`src/common/decode_pkg.sv`:
```
// ------------------------------
// Shared types for the decode stage
// Widths, op codes and the bundles that cross stage boundaries
// ------------------------------

package decode_pkg;

   localparam int XLEN      = 32;
   localparam int RF_AWIDTH = 5;
   localparam int RF_DEPTH  = 32;

   typedef logic [XLEN-1:0]      xlen_t;
   typedef logic [RF_AWIDTH-1:0] rf_addr_t;
   typedef logic [3:0]           exc_code_t;

   localparam exc_code_t EXC_CODE_ILLEGAL_INSTR = 4'd2;
   localparam exc_code_t EXC_CODE_NO_EXCEPTION  = 4'd15;

   // Major opcode, instruction bits 6:2
   typedef enum logic [4:0] {
      OPCODE_LOAD   = 5'b00000,
      OPCODE_IMM    = 5'b00100,
      OPCODE_AUIPC  = 5'b00101,
      OPCODE_STORE  = 5'b01000,
      OPCODE_ARITH  = 5'b01100,
      OPCODE_LUI    = 5'b01101,
      OPCODE_BRANCH = 5'b11000,
      OPCODE_JALR   = 5'b11001,
      OPCODE_JAL    = 5'b11011
   } rv_opcode_e;

   typedef enum logic [3:0] {
      ALU_OPS_NONE = 4'd0,
      ALU_OPS_ADD,
      ALU_OPS_SUB,
      ALU_OPS_SLL,
      ALU_OPS_SLT,
      ALU_OPS_SLTU,
      ALU_OPS_XOR,
      ALU_OPS_SRL,
      ALU_OPS_SRA,
      ALU_OPS_OR,
      ALU_OPS_AND,
      ALU_OPS_COPY_OPR2                                  // LUI passes the immediate
   } alu_ops_e;

   typedef enum logic [2:0] {
      LD_OPS_NONE = 3'd0,
      LD_OPS_LB,
      LD_OPS_LH,
      LD_OPS_LW,
      LD_OPS_LBU,
      LD_OPS_LHU
   } ld_ops_e;

   typedef enum logic [1:0] {
      ST_OPS_NONE = 2'd0,
      ST_OPS_SB,
      ST_OPS_SH,
      ST_OPS_SW
   } st_ops_e;

   typedef enum logic [2:0] {
      BR_OPS_NONE = 3'd0,
      BR_OPS_EQ,
      BR_OPS_NE,
      BR_OPS_LT,
      BR_OPS_GE,
      BR_OPS_LTU,
      BR_OPS_GEU
   } br_ops_e;

   typedef enum logic [1:0] {
      RD_WRB_NONE = 2'd0,
      RD_WRB_ALU,
      RD_WRB_DMEM,
      RD_WRB_INC_PC                                      // Link address for jumps
   } rd_wrb_sel_e;

   typedef enum logic {ALU_OPR1_PC, ALU_OPR1_REG} alu_opr1_sel_e;
   typedef enum logic {ALU_OPR2_REG, ALU_OPR2_IMM} alu_opr2_sel_e;

   typedef enum logic [2:0] {
      IMM_SEL_I,
      IMM_SEL_SHAMT,
      IMM_SEL_S,
      IMM_SEL_B,
      IMM_SEL_U,
      IMM_SEL_J
   } imm_sel_e;

   typedef struct packed {
      xlen_t     pc;
      xlen_t     pc_next;
      xlen_t     instr;
      logic      exc_req;                                // Fetch side fault
      exc_code_t exc_code;
      logic      irq_req;
      logic      instr_flushed;
   } if2id_s;

   typedef struct packed {
      logic     rd_wr_req;
      rf_addr_t rd_addr;
      xlen_t    rd_data;
   } wrb2id_s;

   typedef struct packed {
      alu_ops_e      alu_ops;
      ld_ops_e       ld_ops;
      st_ops_e       st_ops;
      br_ops_e       branch_ops;
      rd_wrb_sel_e   rd_wrb_sel;
      alu_opr1_sel_e alu_opr1_sel;
      alu_opr2_sel_e alu_opr2_sel;
      logic          rd_wr_req;
      logic          jump_req;
      logic          branch_req;
      logic          exc_req;
      logic          irq_req;
   } id2exe_ctrl_s;

   typedef struct packed {
      xlen_t     imm;
      xlen_t     rs1_data;
      xlen_t     rs2_data;
      xlen_t     instr;
      xlen_t     pc;
      xlen_t     pc_next;
      exc_code_t exc_code;
      logic      instr_flushed;
   } id2exe_data_s;

   // Values held by the ID/EXE register out of reset
   localparam id2exe_ctrl_s ID2EXE_CTRL_RESET = '{
      alu_ops:      ALU_OPS_NONE,
      ld_ops:       LD_OPS_NONE,
      st_ops:       ST_OPS_NONE,
      branch_ops:   BR_OPS_NONE,
      rd_wrb_sel:   RD_WRB_NONE,
      alu_opr1_sel: ALU_OPR1_PC,
      alu_opr2_sel: ALU_OPR2_REG,
      default:      1'b0
   };

   localparam id2exe_data_s ID2EXE_DATA_RESET = '{
      exc_code: EXC_CODE_NO_EXCEPTION,
      default:  '0
   };

endpackage : decode_pkg

```
`src/decoder/ctrl_decoder.sv`:
```
// ------------------------------
// RV32I control decoder, purely combinational
// Produces the control bundle, immediate format and exception code
// ------------------------------

`timescale 1ns/1ps

module ctrl_decoder (
   input  decode_pkg::xlen_t        instr_i,
   input  logic                     fetch_exc_req_i,
   input  decode_pkg::exc_code_t    fetch_exc_code_i,
   output decode_pkg::id2exe_ctrl_s ctrl_o,
   output decode_pkg::imm_sel_e     imm_sel_o,
   output decode_pkg::exc_code_t    exc_code_o
);

   import decode_pkg::*;

   rv_opcode_e opcode;
   logic [2:0] funct3;
   logic [6:0] funct7;
   logic       illegal_instr;

   assign opcode = rv_opcode_e'(instr_i[6:2]);
   assign funct3 = instr_i[14:12];
   assign funct7 = instr_i[31:25];

   always_comb begin
      ctrl_o        = ID2EXE_CTRL_RESET;                 // Everything idle by default
      imm_sel_o     = IMM_SEL_I;
      exc_code_o    = EXC_CODE_NO_EXCEPTION;
      illegal_instr = (instr_i[1:0] != 2'b11);           // Compressed space is not supported

      case (opcode)
         OPCODE_ARITH: begin
            ctrl_o.rd_wrb_sel   = RD_WRB_ALU;
            ctrl_o.alu_opr1_sel = ALU_OPR1_REG;
            ctrl_o.alu_opr2_sel = ALU_OPR2_REG;
            ctrl_o.rd_wr_req    = 1'b1;
            case (funct7)
               7'b0000000: begin
                  case (funct3)
                     3'b000: ctrl_o.alu_ops = ALU_OPS_ADD;
                     3'b001: ctrl_o.alu_ops = ALU_OPS_SLL;
                     3'b010: ctrl_o.alu_ops = ALU_OPS_SLT;
                     3'b011: ctrl_o.alu_ops = ALU_OPS_SLTU;
                     3'b100: ctrl_o.alu_ops = ALU_OPS_XOR;
                     3'b101: ctrl_o.alu_ops = ALU_OPS_SRL;
                     3'b110: ctrl_o.alu_ops = ALU_OPS_OR;
                     default: ctrl_o.alu_ops = ALU_OPS_AND;
                  endcase
               end
               7'b0100000: begin
                  case (funct3)
                     3'b000:  ctrl_o.alu_ops = ALU_OPS_SUB;
                     3'b101:  ctrl_o.alu_ops = ALU_OPS_SRA;
                     default: illegal_instr  = 1'b1;
                  endcase
               end
               default: illegal_instr = 1'b1;            // M and bit-manip encodings land here
            endcase
         end

         OPCODE_IMM: begin
            ctrl_o.rd_wrb_sel   = RD_WRB_ALU;
            ctrl_o.alu_opr1_sel = ALU_OPR1_REG;
            ctrl_o.alu_opr2_sel = ALU_OPR2_IMM;
            ctrl_o.rd_wr_req    = 1'b1;
            case (funct3)
               3'b000: ctrl_o.alu_ops = ALU_OPS_ADD;
               3'b010: ctrl_o.alu_ops = ALU_OPS_SLT;
               3'b011: ctrl_o.alu_ops = ALU_OPS_SLTU;
               3'b100: ctrl_o.alu_ops = ALU_OPS_XOR;
               3'b110: ctrl_o.alu_ops = ALU_OPS_OR;
               3'b111: ctrl_o.alu_ops = ALU_OPS_AND;
               3'b001: begin
                  imm_sel_o = IMM_SEL_SHAMT;
                  if (funct7 == 7'b0000000) begin
                     ctrl_o.alu_ops = ALU_OPS_SLL;
                  end else begin
                     illegal_instr = 1'b1;
                  end
               end
               default: begin                            // Right shifts
                  imm_sel_o = IMM_SEL_SHAMT;
                  case (funct7)
                     7'b0000000: ctrl_o.alu_ops = ALU_OPS_SRL;
                     7'b0100000: ctrl_o.alu_ops = ALU_OPS_SRA;
                     default:    illegal_instr  = 1'b1;
                  endcase
               end
            endcase
         end

         OPCODE_LUI, OPCODE_AUIPC: begin
            ctrl_o.rd_wrb_sel   = RD_WRB_ALU;
            ctrl_o.alu_opr1_sel = ALU_OPR1_PC;
            ctrl_o.alu_opr2_sel = ALU_OPR2_IMM;
            ctrl_o.rd_wr_req    = 1'b1;
            imm_sel_o           = IMM_SEL_U;
            ctrl_o.alu_ops      = (opcode == OPCODE_LUI) ? ALU_OPS_COPY_OPR2 : ALU_OPS_ADD;
         end

         OPCODE_LOAD: begin
            ctrl_o.rd_wrb_sel   = RD_WRB_DMEM;
            ctrl_o.alu_opr1_sel = ALU_OPR1_REG;
            ctrl_o.alu_opr2_sel = ALU_OPR2_IMM;
            ctrl_o.alu_ops      = ALU_OPS_ADD;           // Address generation
            ctrl_o.rd_wr_req    = 1'b1;
            case (funct3)
               3'b000:  ctrl_o.ld_ops = LD_OPS_LB;
               3'b001:  ctrl_o.ld_ops = LD_OPS_LH;
               3'b010:  ctrl_o.ld_ops = LD_OPS_LW;
               3'b100:  ctrl_o.ld_ops = LD_OPS_LBU;
               3'b101:  ctrl_o.ld_ops = LD_OPS_LHU;
               default: illegal_instr = 1'b1;
            endcase
         end

         OPCODE_STORE: begin
            ctrl_o.alu_opr1_sel = ALU_OPR1_REG;
            ctrl_o.alu_opr2_sel = ALU_OPR2_IMM;
            ctrl_o.alu_ops      = ALU_OPS_ADD;
            imm_sel_o           = IMM_SEL_S;
            case (funct3)
               3'b000:  ctrl_o.st_ops = ST_OPS_SB;
               3'b001:  ctrl_o.st_ops = ST_OPS_SH;
               3'b010:  ctrl_o.st_ops = ST_OPS_SW;
               default: illegal_instr = 1'b1;
            endcase
         end

         OPCODE_BRANCH: begin
            ctrl_o.alu_opr1_sel = ALU_OPR1_PC;
            ctrl_o.alu_opr2_sel = ALU_OPR2_IMM;
            ctrl_o.alu_ops      = ALU_OPS_ADD;           // Target address
            ctrl_o.branch_req   = 1'b1;
            imm_sel_o           = IMM_SEL_B;
            case (funct3)
               3'b000:  ctrl_o.branch_ops = BR_OPS_EQ;
               3'b001:  ctrl_o.branch_ops = BR_OPS_NE;
               3'b100:  ctrl_o.branch_ops = BR_OPS_LT;
               3'b101:  ctrl_o.branch_ops = BR_OPS_GE;
               3'b110:  ctrl_o.branch_ops = BR_OPS_LTU;
               3'b111:  ctrl_o.branch_ops = BR_OPS_GEU;
               default: illegal_instr     = 1'b1;
            endcase
         end

         OPCODE_JALR: begin
            ctrl_o.rd_wrb_sel   = RD_WRB_INC_PC;
            ctrl_o.alu_opr1_sel = ALU_OPR1_REG;
            ctrl_o.alu_opr2_sel = ALU_OPR2_IMM;
            ctrl_o.alu_ops      = ALU_OPS_ADD;
            ctrl_o.rd_wr_req    = 1'b1;
            ctrl_o.jump_req     = 1'b1;
            illegal_instr       = illegal_instr | (funct3 != 3'b000);
         end

         OPCODE_JAL: begin
            ctrl_o.rd_wrb_sel   = RD_WRB_INC_PC;
            ctrl_o.alu_opr1_sel = ALU_OPR1_PC;
            ctrl_o.alu_opr2_sel = ALU_OPR2_IMM;
            ctrl_o.alu_ops      = ALU_OPS_ADD;
            ctrl_o.rd_wr_req    = 1'b1;                  // Target already taken in fetch
            imm_sel_o           = IMM_SEL_J;
         end

         default: illegal_instr = 1'b1;
      endcase

      // Squash the operation on any exception, fetch fault first
      if (illegal_instr || fetch_exc_req_i) begin
         ctrl_o.alu_ops    = ALU_OPS_NONE;
         ctrl_o.ld_ops     = LD_OPS_NONE;
         ctrl_o.st_ops     = ST_OPS_NONE;
         ctrl_o.branch_ops = BR_OPS_NONE;
         ctrl_o.rd_wrb_sel = RD_WRB_NONE;
         ctrl_o.rd_wr_req  = 1'b0;
         ctrl_o.jump_req   = 1'b0;
         ctrl_o.branch_req = 1'b0;
         ctrl_o.exc_req    = 1'b1;
         exc_code_o        = fetch_exc_req_i ? fetch_exc_code_i : EXC_CODE_ILLEGAL_INSTR;
      end
   end

endmodule : ctrl_decoder

```
`src/design/decode_stage.sv`:
```
// ------------------------------
// Decode stage top with the ID/EXE register
// Takes one fetched instruction per cycle, one cycle of latency
// ------------------------------

`timescale 1ns/1ps

module decode_stage (
   input  logic                     clk_i,
   input  logic                     rst_n_i,
   input  decode_pkg::if2id_s       if2id_i,
   input  decode_pkg::wrb2id_s      wrb2id_i,
   output decode_pkg::id2exe_ctrl_s id2exe_ctrl_o,
   output decode_pkg::id2exe_data_s id2exe_data_o
);

   import decode_pkg::*;

   id2exe_ctrl_s dec_ctrl;                               // Decoder view, irq not yet merged
   id2exe_ctrl_s ctrl_next;
   id2exe_data_s data_next;
   imm_sel_e     imm_sel;
   exc_code_t    exc_code;
   xlen_t        imm;
   xlen_t        rs1_data;
   xlen_t        rs2_data;
   id2exe_ctrl_s ctrl_q;
   id2exe_data_s data_q;

   ctrl_decoder u_ctrl_decoder (
      .instr_i          (if2id_i.instr),
      .fetch_exc_req_i  (if2id_i.exc_req),
      .fetch_exc_code_i (if2id_i.exc_code),
      .ctrl_o           (dec_ctrl),
      .imm_sel_o        (imm_sel),
      .exc_code_o       (exc_code)
   );

   imm_gen u_imm_gen (
      .instr_i   (if2id_i.instr),
      .imm_sel_i (imm_sel),
      .imm_o     (imm)
   );

   reg_file u_reg_file (
      .clk_i      (clk_i),
      .rst_n_i    (rst_n_i),
      .rs1_addr_i (if2id_i.instr[19:15]),
      .rs2_addr_i (if2id_i.instr[24:20]),
      .rs1_data_o (rs1_data),
      .rs2_data_o (rs2_data),
      .wr_req_i   (wrb2id_i.rd_wr_req),
      .wr_addr_i  (wrb2id_i.rd_addr),
      .wr_data_i  (wrb2id_i.rd_data)
   );

   always_comb begin
      ctrl_next         = dec_ctrl;
      ctrl_next.irq_req = if2id_i.irq_req;               // Interrupt rides along unchanged

      data_next.imm           = imm;
      data_next.rs1_data      = rs1_data;
      data_next.rs2_data      = rs2_data;
      data_next.instr         = if2id_i.instr;
      data_next.pc            = if2id_i.pc;
      data_next.pc_next       = if2id_i.pc_next;
      data_next.exc_code      = exc_code;
      data_next.instr_flushed = if2id_i.instr_flushed;
   end

   // ID/EXE pipeline register
   always_ff @(posedge clk_i) begin
      if (!rst_n_i) begin
         ctrl_q <= ID2EXE_CTRL_RESET;
         data_q <= ID2EXE_DATA_RESET;
      end else begin
         ctrl_q <= ctrl_next;
         data_q <= data_next;
      end
   end

   assign id2exe_ctrl_o = ctrl_q;
   assign id2exe_data_o = data_q;

endmodule : decode_stage

```
`src/design/imm_gen.sv`:
```
// ------------------------------
// Immediate generator for the RV32I formats
// Combinational, format chosen by the control decoder
// ------------------------------

`timescale 1ns/1ps

module imm_gen (
   input  decode_pkg::xlen_t    instr_i,
   input  decode_pkg::imm_sel_e imm_sel_i,
   output decode_pkg::xlen_t    imm_o
);

   import decode_pkg::*;

   logic sign;

   assign sign = instr_i[31];

   always_comb begin
      case (imm_sel_i)
         IMM_SEL_SHAMT: begin
            imm_o = xlen_t'(instr_i[24:20]);             // Zero extended shift amount
         end
         IMM_SEL_S: begin
            imm_o = {{21{sign}}, instr_i[30:25], instr_i[11:7]};
         end
         IMM_SEL_B: begin
            imm_o = {{20{sign}}, instr_i[7], instr_i[30:25], instr_i[11:8], 1'b0};
         end
         IMM_SEL_U: begin
            imm_o = {instr_i[31:12], 12'b0};
         end
         IMM_SEL_J: begin
            imm_o = {{12{sign}}, instr_i[19:12], instr_i[20], instr_i[30:21], 1'b0};
         end
         default: begin                                  // I format
            imm_o = {{21{sign}}, instr_i[30:20]};
         end
      endcase
   end

endmodule : imm_gen

```
`src/regfile/reg_file.sv`:
```
// ------------------------------
// Integer register file, 2 read ports and 1 write port
// Reads are combinational, x0 is hard-wired to zero
// ------------------------------

`timescale 1ns/1ps

module reg_file (
   input  logic                 clk_i,
   input  logic                 rst_n_i,
   input  decode_pkg::rf_addr_t rs1_addr_i,
   input  decode_pkg::rf_addr_t rs2_addr_i,
   output decode_pkg::xlen_t    rs1_data_o,
   output decode_pkg::xlen_t    rs2_data_o,
   input  logic                 wr_req_i,
   input  decode_pkg::rf_addr_t wr_addr_i,
   input  decode_pkg::xlen_t    wr_data_i
);

   import decode_pkg::*;

   xlen_t regs [RF_DEPTH];

   always_ff @(posedge clk_i) begin
      if (!rst_n_i) begin
         for (int i = 0; i < RF_DEPTH; i++) begin
            regs[i] <= '0;
         end
      end else if (wr_req_i && (wr_addr_i != '0)) begin
         regs[wr_addr_i] <= wr_data_i;                   // x0 writes dropped
      end
   end

   assign rs1_data_o = (rs1_addr_i == '0) ? '0 : regs[rs1_addr_i];
   assign rs2_data_o = (rs2_addr_i == '0) ? '0 : regs[rs2_addr_i];

endmodule : reg_file

```
`config.mk`:
```
export PLATFORM = sky130hd
export DESIGN_NAME = decode_stage
export DESIGN_NICKNAME = d
export VERILOG_FILES = /design/src/common/decode_pkg.sv /design/src/decoder/ctrl_decoder.sv /design/src/design/decode_stage.sv /design/src/design/imm_gen.sv /design/src/regfile/reg_file.sv
export SDC_FILE = /design/constraint.sdc
export NUM_CORES = 2
export LEC_CHECK = 0
export BUFFER_PORTS_ARGS = -buffer_cell sky130_fd_sc_hd__buf_2
export CORE_MARGIN = 2
export CORE_UTILIZATION = 55
export DETAILED_ROUTE_END_ITERATION = 10
export GPL_TIMING_DRIVEN = 0
export PLACE_DENSITY = 0.69
export SLEW_MARGIN = 25
export SYNTH_ARGS = -nofsm -noshare
export SYNTH_HDL_FRONTEND = slang
export SYNTH_HIERARCHICAL = 1
export SYNTH_SLANG_ARGS = --single-unit
```
`constraint.sdc`:
```
create_clock -name clk_i -period 4.84 [get_ports clk_i]
set_clock_uncertainty 0.05 [all_clocks]
set_input_delay 0.726 -clock clk_i [delete_from_list [all_inputs] [get_ports clk_i]]
set_output_delay 0.726 -clock clk_i [all_outputs]
set_load 0.01 [all_outputs]
```
==> flow_metrics.py <==
metrics = {
    "floorplanning": {
        "die_width_um": 339,
        "die_height_um": 339,
        "core_area_sq_um": 111000,
        "initial_core_util": 0.556,
        "ios": 361,
        "dieArea_sq_um": 115000,
        "rows": 122,
    },
    "clock_tree": {
        "clk_latency_ns": 0.77,
        "cts_buffers": 134,
        "ctsResizeCount": 0,
        "hold_buffers": 0,
        "cts-htree-levels": 4,
        "clock_sinks": 1242,
        "cts_tree": "done",
        "root_buffer": "clkbuf_16",
        "clk_pin_slew_ns": 0.06,
        "post_cts_buffers": 0,
        "cts_max_path_buffers": 3,
    },
    "worst_setup_path": {
        "crit_fanout": 10,
        "crit_path_start_kind": "primary input",
        "setup.worst_path.end_class": "flop",
        "r2r-start": "u_reg_file/regs[10][12]$_SDFFCE_PN0P_",
        "required_ns": 5.42,
        "critPathKind": "primary input to flop",
        "startpoint": "if2id_i[24]",
        "worstPathArrival_ns": 4.75,
    },
    "placement": {
        "placed_cells": 6281,
        "numPortBuffers": 359,
        "hpwl_um": 175000,
        "gp_congestion": 1.01,
    },
    "routing": {
        "wl_per_cell_um": 37.7,
        "ant_nets": 0,
        "drt-total-wl_um": 246000,
        "vias": 44707,
        "vias_per_cell": 6.84,
        "first_iter_violations": 7468,
        "drc": 0,
        "drt-pass1-iter-count": 6,
    },
    "global_route": {
        "grtUsageMet2": 0.611,
        "gr-usage-met1": 0.531,
        "gr-max-usage-layer": "met2",
        "grt_max_degree": 33,
        "grt_pass1_wl_um": 336000,
        "met3_usage": 0.164,
        "grt_antenna_before_repair": 20,
        "grt_pass1_vias": 43306,
        "grtUsageTotal": 0.426,
        "grt.overflow.total": 0,
    },
    "sta": {
        "fmax_mhz": 240,
        "hold_viol": 0,
        "period_needed_ns": 4.17,
        "finalCritPeriodShare": 0.861,
        "rsz0062_at_grt": "false",
        "maxSlewHeadroom": 0.129,
        "tns_ns": 0,
        "finalSetupViolCount": 0,
        "worst_pin_slew_ns": 1.30,
        "drv_slew": 0,
    },
    "finish": {
        "fill_cells": 8182,
        "stdcell_count": 6539,
        "area_delta_synth_final_pct": 16.6,
        "fin_nets": 5078,
        "drive_above_1_share": 0.260,
    },
    "synth": {
        "synth_cells": 4337,
        "avgSynthCellArea_sq_um": 14.2,
        "synth_area_sq_um": 61700,
        "yosys_warnings": 6,
    },
    "worst_hold_path": {
        "hold_path_class": "primary input to flop",
        "worstHoldStart": "if2id_i[91]",
    },
    "pwr": {
        "vdd_ir_drop_max_uv": 317,
        "power.density_nw_per_um2": 361,
        "p_leak_nw": 26.5,
        "total_power_mw": 25.9,
    },
    "job": {
        "max-cap-violations": 0,
    },
    "run_status": {
        "status": "finished clean",
    },
}
critical path: stages:
cell and delay, ns:
buf_2 0.24, buf_2 0.47, buf_1 0.78, mux4_2 0.42
a22o_1 0.35, a2111oi_1 1.06, nor3_1 0.37, and2_1 0.31
cell type report:
type | count | area, sq um | area share
timing repair buffer | 426 | 3500 | 0.0487
buffer | 448 | 2120 | 0.0295
antenna | 15 | 37.5 | 0.000522
tap | 1488 | 1860 | 0.0259
inverter | 9 | 36.3 | 0.000504
multi-input combinational | 2669 | 25000 | 0.348
clock buffer | 183 | 3820 | 0.0531
sequential | 1242 | 35100 | 0.488
clock inverter | 59 | 395 | 0.00550
final timing paths:
| kind | end | slack, ns | cells after the start |
|---|---|---|---|
| max | id2exe_data_o[145]$_SDFF_PN0_ | 0.67 | 8 |
| min | id2exe_data_o[57]$_SDFF_PN0_ | 0.12 | 2 |
| max reg2reg | id2exe_data_o[145]$_SDFF_PN0_ | 1.72 | 5 |
| min reg2reg | id2exe_data_o[113]$_SDFF_PN0_ | 0.89 | 5 |
registers in the layout, summed over array words and instances, names as in the netlist:
name	count
id2exe_ctrl_o	21
id2exe_data_o	197
u_reg_file/regs	1024
where the power goes:
group,switching [mW],internal (mW)
combinational,2.14,1.35
sequential,0.307,12.2
clock,4.32,5.66
total,6.76,19.2
per-stage QoR:
| stage | hold slack, ns | area, sq um | util | setup slack (ns) |
|---|---|---|---|---|
| floorplan | 0.736 | 61800 | - | 0.524 |
| CTS | 0.0781 | 71900 | 0.647 | 1.07 |
| global placement | 0.873 | 65500 | 0.590 | -3.17 |
| global route | 0.105 | 71900 | 0.648 | 0.822 |
| detailed placement | 0.885 | 67600 | 0.609 | 0.294 |
| finish | 0.122 | 71900 | 0.648 | 0.672 |
cells in the final DEF, fill, tap and decap left out, drive strengths merged, types with 51 or more instances in the layout:
cell,instances
clkbuf,487
dfxtp,218
edfxtp,1024
mux2i,244
mux4,411
nor2b,56
a22oi,66
a21oi,54
buf,570
o22ai,64
nor2,56
and2,1228
a2111oi,51
per-layer routing:
layer | vias to the layer above | part of all wire
li1 | 17487 | -
met1 | 22078 | 0.33
met2 | 4238 | 0.43
met3 | 890 | 0.16
met4 | 14 | 0.084
met5 | - | 0.00093
Power figures use the tool's default switching activity.
